[config.mk]
export PLATFORM = sky130hd
export DESIGN_NAME = scene_bounds_regs
export DESIGN_NICKNAME = d
export VERILOG_FILES = /design/src/rt_pkg.sv /design/src/scene_bounds_regs.sv
export SDC_FILE = /design/constraint.sdc
export NUM_CORES = 1
export LEC_CHECK = 0
export ABC_CLOCK_PERIOD_IN_PS = 1500
export BUFFER_PORTS_ARGS = -buffer_cell sky130_fd_sc_hd__buf_2
export CAP_MARGIN = 20
export CORE_MARGIN = 5
export CORE_UTILIZATION = 53
export CTS_BUF_LIST = sky130_fd_sc_hd__clkbuf_8
export CTS_CLUSTER_DIAMETER = 100
export DETAILED_ROUTE_END_ITERATION = 8
export GPL_ROUTABILITY_DRIVEN = 0
export PLACE_DENSITY = 0.82
export SLEW_MARGIN = 20
export SYNTH_ARGS = -nofsm -noshare
export SYNTH_HDL_FRONTEND = slang
export SYNTH_SLANG_ARGS = --single-unit
[constraint.sdc]
create_clock -name clk -period 1.5 [get_ports clk]
set_input_delay 0.3 -clock clk [delete_from_list [all_inputs] [get_ports clk]]
set_output_delay 0.3 -clock clk [all_outputs]
set_load 0.005 [all_outputs]
[src/rt_pkg.sv]
// integer coordinates only; the shader supplies nonzero reciprocal directions
package rt_pkg;

	// scene coordinate or box bound
	typedef logic signed [15:0] coord_t;

	// reciprocal direction component from the shader
	typedef logic signed [15:0] inv_t;

	// bound minus origin, one bit wider than a coordinate
	typedef logic signed [16:0] diff_t;

	// full product of a diff_t and an inv_t
	typedef logic signed [32:0] t_t;

	typedef logic [8:0] ray_id_t;

	typedef logic [2:0] cfg_addr_t;

	// slab test depth, strobe in to result out
	localparam int SLAB_LATENCY = 4;

	// entries per output queue
	localparam int QUEUE_DEPTH = 16;

	// free slots, 0 to QUEUE_DEPTH
	typedef logic [4:0] free_t;

	// bound register map
	localparam cfg_addr_t CFG_XMIN = 3'd0;
	localparam cfg_addr_t CFG_XMAX = 3'd1;
	localparam cfg_addr_t CFG_YMIN = 3'd2;
	localparam cfg_addr_t CFG_YMAX = 3'd3;
	localparam cfg_addr_t CFG_ZMIN = 3'd4;
	localparam cfg_addr_t CFG_ZMAX = 3'd5;

	// queue word widths
	// tarb word is {ray_id, is_shadow, t_min, t_max}
	localparam int TARB_W = $bits(ray_id_t) + 1 + 2 * $bits(t_t);

	// ss word is {ray_id, t_max}
	localparam int SS_W = $bits(ray_id_t) + $bits(t_t);

	// shader word is the ray_id alone
	localparam int SH_W = $bits(ray_id_t);

endpackage

[src/scene_bounds_regs.sv]
// bounds are cleared by reset; rewriting them with rays in flight is not supported
`timescale 1ns/1ps

module scene_bounds_regs (
	input  logic              clk,
	input  logic              rst,
	input  logic              cfg_we,
	input  rt_pkg::cfg_addr_t cfg_addr,
	input  rt_pkg::coord_t    cfg_wdata,
	output rt_pkg::coord_t    xmin,
	output rt_pkg::coord_t    xmax,
	output rt_pkg::coord_t    ymin,
	output rt_pkg::coord_t    ymax,
	output rt_pkg::coord_t    zmin,
	output rt_pkg::coord_t    zmax
);

	import rt_pkg::*;

	always_ff @(posedge clk) begin
		if (rst) begin
			xmin <= '0;
			xmax <= '0;
			ymin <= '0;
			ymax <= '0;
			zmin <= '0;
			zmax <= '0;
		end else if (cfg_we) begin
			// one bound per write strobe
			case (cfg_addr)
				CFG_XMIN: xmin <= cfg_wdata;
				CFG_XMAX: xmax <= cfg_wdata;
				CFG_YMIN: ymin <= cfg_wdata;
				CFG_YMAX: ymax <= cfg_wdata;
				CFG_ZMIN: zmin <= cfg_wdata;
				CFG_ZMAX: zmax <= cfg_wdata;
				default: ;
			endcase
		end
	end

	// addresses 6 and 7 are unmapped
	a_cfg_addr_range: assert property (
		@(posedge clk) disable iff (rst)
		cfg_we |-> (cfg_addr <= CFG_ZMAX)
	) else $error("config write to unmapped address %0d", cfg_addr);

endmodule

==> qor.yml, run 1 <==
drive_above_1_share: 0.321
finalHoldViolations: 0
grt_start_max_net_pins: 50
ant_nets: 0
synth_area_mm2: 0.00378
syn_avg_cell_area_um2: 11.3
ir_drop_mv: 0.533
io_pins: 118
crit_path_end_kind: "output pin"
mostFrequentLayoutCells: "buf_2 (117), nand2b_1 (112), mux2i_1 (96), dfxtp_1 (96), clkbuf_8 (10)"
start_kind: "flop"
wl_per_cell_um: 16.0
cts_setup_buffers: 0
cp.required_ps: 1200
track_usage: 0.205
grt_pass1_vias: 2838
cp_top_family: "flip-flops"
grt_overflow_total: 0
max_cap_violations: 0
path_buf_inv: 1
yosysSeqAreaShare: 0.508
slowest_stage: "dfxtp_1"
start_util: 0.551
dp_cells: 538
synthesis.instances: 336
clk_latency_ps: 340
crit_arrival_ps: 850
clock_skew_ps: 0
regArea_mm2: 0.00192
grt_pass1_wl_um: 14200
clock-sinks: 96
final_cells: 554
num_rows: 30
synth_seq_cells: 96
slew_headroom: 0.739
max_clock_freq_ghz: 0.870
crit_fanout: 2
holdBufCountCts: 0
slowest_delay_ps: 380
worstPathCellList: "buf_2"
fin_util: 0.688
hold_path.class: "input pin to flop"
setup_tns_ps: 0
via_count: 2735
multi_input_area_mm2: 0.00175
setup_violations: 0
num_antenna_cells: 0
dr.first_iter.drc_count: 77
port_buffers: 117
yosysWarningCount: 0
final_common_cell: "buf_2"
dp_hpwl_um: 6500
wirelength_um: 8890
power_density_mw_per_mm2: 986
status: "finished clean"
fillCellCount: 540
grt_antenna_before_repair: 0
first_pass_iters: 4
coreArea_mm2: 0.00687
htree_num_levels: 3
cts_resized: 0
fin_crit_sh: 0.766
power.leakage_nw: 2.55
worstSetupPathType: "flop to output pin"
final_max_slew_viol_count: 0
cts_tree: "built"
worst_pin_slew_ps: 391
synth_fp_nets: 358
nets: 475
areaGrowthSynthToFinish_pct: 24.9
chipHeight_um: 94.5
cts_buffers: 9
cts_max_path_buffers: 2
die_x_um: 94.5
rsz0062_at_grt: "false"
cts-root-buf: "clkbuf_8"
finalCriticalPeriod_ps: 1150
yosysUniqueCellTypes: 11
drc: 0
vias_per_cell: 4.94
clk_pin_slew_ps: 90
dieArea_mm2: 0.00893
-- layer usage --
layer / global-route usage / wire length [µm] / vias up
li1: - / - / 1350
met1: 0.253 / 3910 / 1319
met2: 0.346 / 4410 / 57
met3: 0.0446 / 442 / 9
met4: 0.0829 / 125 / 0
met5: 0 / 0 / -
-- worst register-to-register path: stages (launching register included) --
cell and delay, ps:
dfxtp_1 360, nand2b_1 60, mux2i_1 160
-- Yosys cell counts --
cell,instances,area [µm²]
nand2b_1,112,701
dfxtp_1,96,1920
mux2i_1,96,961
clkbuf_1,13,48.8
buf_2,10,50.1
nand4bb_1,3,33.8
nand4b_1,2,17.5
and4bb_2,1,12.5
buf_6,1,11.3
nor4b_2,1,15.0
or4b_1,1,10.0
-- area by class of cell --
| cell class | instances | area share |
|---|---|---|
| Tap cell | 96 | 0.0254 |
| Timing Repair Buffer | 130 | 0.155 |
| Multi-Input combinational cell | 216 | 0.371 |
| Clock inverter | 6 | 0.0127 |
| Sequential cell | 96 | 0.407 |
| Clock buffer | 10 | 0.0291 |
-- path summary, 6_finish.rpt --
check	startpoint	to	slack (ps)	depth (start not counted)
min reg2reg	xmax[7]	xmax[7]	470	2
max	ymax[7]	ymax[7]	350	1
max reg2reg	ymax[13]	ymax[13]	840	2
min	cfg_wdata[15]	zmax[15]	390	3
-- registers in the layout, indices dropped and copies added (netlist names) --
register,flops
ymax,16
zmax,16
xmax,16
xmin,16
ymin,16
zmin,16
-- logic make-up (layout without fill, tap and decap cells) --
group | after synthesis | after routing | share of synthesized area
and+or+nand+nor | 120 | 120 | 0.209
buffers and inverters | 24 | 146 | 0.0291
muxes | 96 | 96 | 0.254
DFF | 96 | 96 | 0.508
-- stage by stage --
| stage | total power (W) | instance area, µm² | hold WS [ps] | setup WS (ps) |
|---|---|---|---|---|
| floorplan | 0.00290 | 3780 | 465 | 177 |
| global placement | 0.00306 | 4530 | 455 | 64.9 |
| detailed placement | 0.00307 | 4530 | 461 | 46.3 |
| CTS | 0.00470 | 4720 | 364 | 347 |
| global route | 0.00484 | 4720 | 406 | 314 |
| finish | 0.00466 | 4720 | 387 | 351 |
-- power by group --
part / internal [W] / leakage [nW] / switching, W
clock network: 0.000808 / 0.103 / 0.000845
registers: 0.00260 / 0.777 / 0.0000286
logic: 0.000187 / 1.67 / 0.000187
total: 0.00360 / 2.55 / 0.00106
No activity file was read; power rests on OpenSTA's default activity.
==> run 2: changes to the inputs <==
- ABC_CLOCK_PERIOD_IN_PS: 1500 -> 1000
- CORE_UTILIZATION: 53 -> 48
- PLACE_DENSITY: 0.82 -> 0.79
- clock period: 1.5 -> 1 ns (I/O delays scaled with it)
==> qor.yml, run 2 (same netlist as run 1, synthesis figures left out) <==
status: "complete, but fails checks"
violations: "setup timing"
chipHeight_um: 98.8
rrSetupSlack_ps: 180
stdcell_area_mm2: 0.00550
slowest_delay_ps: 360
setup_violations: 38
die_x_um: 98.8
ff2ff_path_depth: 4
clock_skew_ps: 0
dr.first_iter.drc_count: 56
holdBufCountCts: 0
cts_buffers: 9
timing.rr.start: "xmax[11]"
worst_pin_slew_ps: 317
worstSetupPathType: "flop to output pin"
crit_path_end_kind: "output pin"
start_kind: "flop"
slowest_stage: "dfxtp_2"
reg2reg_to: "xmax[11]"
final_cells: 606
dp_cells: 567
wirelength_um: 9620
clk_pin_slew_ps: 90
cp_top_family: "flip-flops"
grt_overflow_total: 0
num_rows: 32
power_density_mw_per_mm2: 1280
drive_above_1_share: 0.573
first_pass_iters: 4
nets: 521
min_to: "zmax[12]"
slew_headroom: 0.788
dieArea_mm2: 0.00976
max_clock_freq_ghz: 0.978
fin_crit_sh: 1.02
clock-sinks: 96
setup_tns_ps: -183
crit_arrival_ps: 820
path_buf_inv: 1
track_usage: 0.191
rsz0062_at_grt: "true"
hp-start: "cfg_wdata[12]"
clk_latency_ps: 350
via_count: 2955
max_cap_violations: 0
worstPathCellList: "buf_2"
worst_slack_ps: -22.6
coreArea_mm2: 0.00769
worstSetupStartpoint: "zmax[3]"
finalHoldViolations: 0
hold_path.class: "input pin to flop"
finalCriticalPeriod_ps: 1020
grt_pass1_wl_um: 14900
cp.required_ps: 800
grt_pass1_vias: 2979
mostFrequentLayoutCells: "nand2b_1 (112), mux2i_1 (96), dfxtp_2 (96)"
htree_num_levels: 3
port_buffers: 117
ir_drop_mv: 0.857
hold_slack_ps: 247
ant_nets: 0
grt_start_max_net_pins: 18
cts_tree: "built"
start_util: 0.492
areaGrowthSynthToFinish_pct: 45.4
dp_hpwl_um: 6790
drc: 0
num_antenna_cells: 0
vias_per_cell: 4.88
power.leakage_nw: 2.86
power.total_w: 0.00702
final_common_cell: "nand2b_1"
cts_max_path_buffers: 2
postPlaceCellArea_mm2: 0.00473
grt_antenna_before_repair: 0
crit_fanout: 2
wl_per_cell_um: 15.9
io_pins: 118
hold_depth: 4
cts-root-buf: "clkbuf_8"
final_max_slew_viol_count: 0
run 2: changes by cell type in the layout (fill, tap and decap cells not counted), moves of 2 or more:
cell      delta
buf_4       +44
dfxtp_1     -96
dfxtp_2     +96
clkinv_2     -2
buf_12       +2
buf_2       -47
buf_6       +47
run 2: layout make-up:
cell class | count | area (µm²)
fill | 562 | 2190
tap | 102 | 128
multi-input combinational | 216 | 1750
clock buffer | 10 | 138
sequential | 96 | 2040
clock inverter | 6 | 45.0
timing repair buffer | 176 | 1400
run 2: power by group:
part / internal, W / switching (W) / leakage [nW] / total [W]
Clock: 0.000981 / 0.00135 / 0.0903 / 0.00234
Sequential: 0.00392 / 0.0000551 / 0.824 / 0.00397
Combinational: 0.000406 / 0.000300 / 1.94 / 0.000706
run 2: timing repair:
action / in CTS / in global routing
gates resized for setup: 106 / 37
endpoints found under the setup margin: 96 / 96
setup buffers: 11 / 12
run 2: per-stage QoR:
stage                util  worst slack [ps]
detailed placement  0.615              -354
global route        0.715             -64.7
floorplan               -              -223
CTS                 0.674             -32.6
global placement    0.615              -329
finish              0.715             -22.6
run 2: worst max-delay path by stage:
| stage | endpoint | slack, ps | cells after the start |
|---|---|---|---|
| after floorplan | xmin[10] | -220 | 4 |
| after global placement | xmin[13] | -330 | 4 |
| after detailed placement | xmin[3] | -350 | 4 |
| after CTS | xmin[14] | -30 | 1 |
| after global routing | zmin[8] | -60 | 1 |
| final | zmax[3] | -20 | 1 |
run 2: per-layer routing:
layer / GRT usage / part of all wire / wire (µm)
met1: 0.237 / 0.43 / 4140
met2: 0.318 / 0.50 / 4840
met3: 0.0425 / 0.044 / 424
met4: 0.0809 / 0.023 / 218
met5: 0 / 0 / 0
==> run 3: changes to the inputs <==
- SKIP_CTS_REPAIR_TIMING: not set -> 1
==> qor.yml, run 3 (same netlist as run 1, synthesis figures left out) <==
max_clock_freq_ghz: 0.977
via_count: 2864
cts-root-buf: "clkbuf_8"
power.total_w: 0.00701
crit_path_end_kind: "output pin"
io_pins: 118
grt_start_max_net_pins: 18
drive_above_1_share: 0.565
wirelength_um: 9470
vias_per_cell: 4.81
cts_buffers: 9
finalCriticalPeriod_ps: 1020
grt_antenna_before_repair: 0
clk_latency_ps: 350
status: "complete, but fails checks"
worst_slack_ps: -23.9
chipHeight_um: 98.8
track_usage: 0.185
grt_pass1_vias: 2860
coreArea_mm2: 0.00769
final_max_slew_viol_count: 0
port_buffers: 117
power.leakage_nw: 2.80
nets: 511
die_x_um: 98.8
rsz0062_at_grt: "true"
num_rows: 32
finalHoldViolations: 0
cp_top_family: "flip-flops"
worst_pin_slew_ps: 315
hold_path.class: "input pin to flop"
cts_tree: "built"
crit_arrival_ps: 820
first_pass_iters: 4
crit_fanout: 2
fin_crit_sh: 1.02
dp_hpwl_um: 6790
num_antenna_cells: 0
clk_pin_slew_ps: 90
final_common_cell: "nand2b_1"
place_worst_setup_slack_ps: -354
areaGrowthSynthToFinish_pct: 43.1
cp.required_ps: 800
violations: "setup timing"
start_kind: "flop"
stdcell_area_mm2: 0.00541
setup_violations: 46
clock_skew_ps: 0
drc: 0
grt_pass1_wl_um: 14400
clock-sinks: 96
slowest_delay_ps: 360
grt_overflow_total: 0
postPlaceCellArea_mm2: 0.00473
ant_nets: 0
htree_num_levels: 3
fin_util: 0.704
wl_per_cell_um: 15.9
slowest_stage: "dfxtp_2"
ir_drop_mv: 0.843
worstSetupPathType: "flop to output pin"
hold_slack_ps: 245
dieArea_mm2: 0.00976
worstPathCellList: "buf_2"
max_cap_violations: 0
power_density_mw_per_mm2: 1290
path_buf_inv: 1
fillCellCount: 583
mostFrequentLayoutCells: "nand2b_1 (112), mux2i_1 (96), dfxtp_2 (96)"
cts_max_path_buffers: 2
start_util: 0.492
slew_headroom: 0.790
dr.first_iter.drc_count: 67
## run 3: cell count changes in the layout (fill, tap and decap cells not counted), sizes merged
cell	delta
buf	-10
## run 3: where the power goes
| part | internal (W) | switching, W | leakage, nW |
|---|---|---|---|
| clock network | 0.000981 | 0.00136 | 0.0903 |
| registers | 0.00392 | 0.0000550 | 0.824 |
| logic | 0.000395 | 0.000296 | 1.89 |
## run 3: worst register-to-register path: stages, from the launching register on
cell and delay (ps):
dfxtp_2 330, buf_4 120, nand2b_1 70, mux2i_1 70
## run 3: path summary, 6_finish.rpt
| check | slack, ps | to | cells after the start | startpoint |
|---|---|---|---|---|
| setup / recovery | -20 | zmax[3] | 1 | zmax[3] |
| hold / removal | 240 | zmax[12] | 4 | cfg_wdata[12] |
| setup reg to reg | 290 | zmin[5] | 3 | zmin[5] |
| hold reg to reg | 470 | xmax[10] | 2 | xmax[10] |
## run 3: area by class of cell
type / instances / area [µm²] / area share
Clock inverter: 6 / 45.0 / 0.00832
Tap cell: 102 / 128 / 0.0236
Clock buffer: 10 / 138 / 0.0254
Sequential cell: 96 / 2040 / 0.377
Multi-Input combinational cell: 216 / 1750 / 0.323
Timing Repair Buffer: 166 / 1310 / 0.242
## run 3: routing by layer
metal / vias up / share of wire / GRT usage
met5: - / 0 / 0
met4: 0 / 0.015 / 0.0735
met3: 12 / 0.041 / 0.0432
met2: 61 / 0.50 / 0.305
met1: 1371 / 0.44 / 0.233
li1: 1420 / - / -
## run 3: through the flow
step,TNS [ps],std cells
2_1_floorplan,-2380,336
3_3_place_gp,-15350,567
3_5_place_dp,-17330,567
4_1_cts,-3340,583
5_1_grt,-3960,596
6_report,-280,596
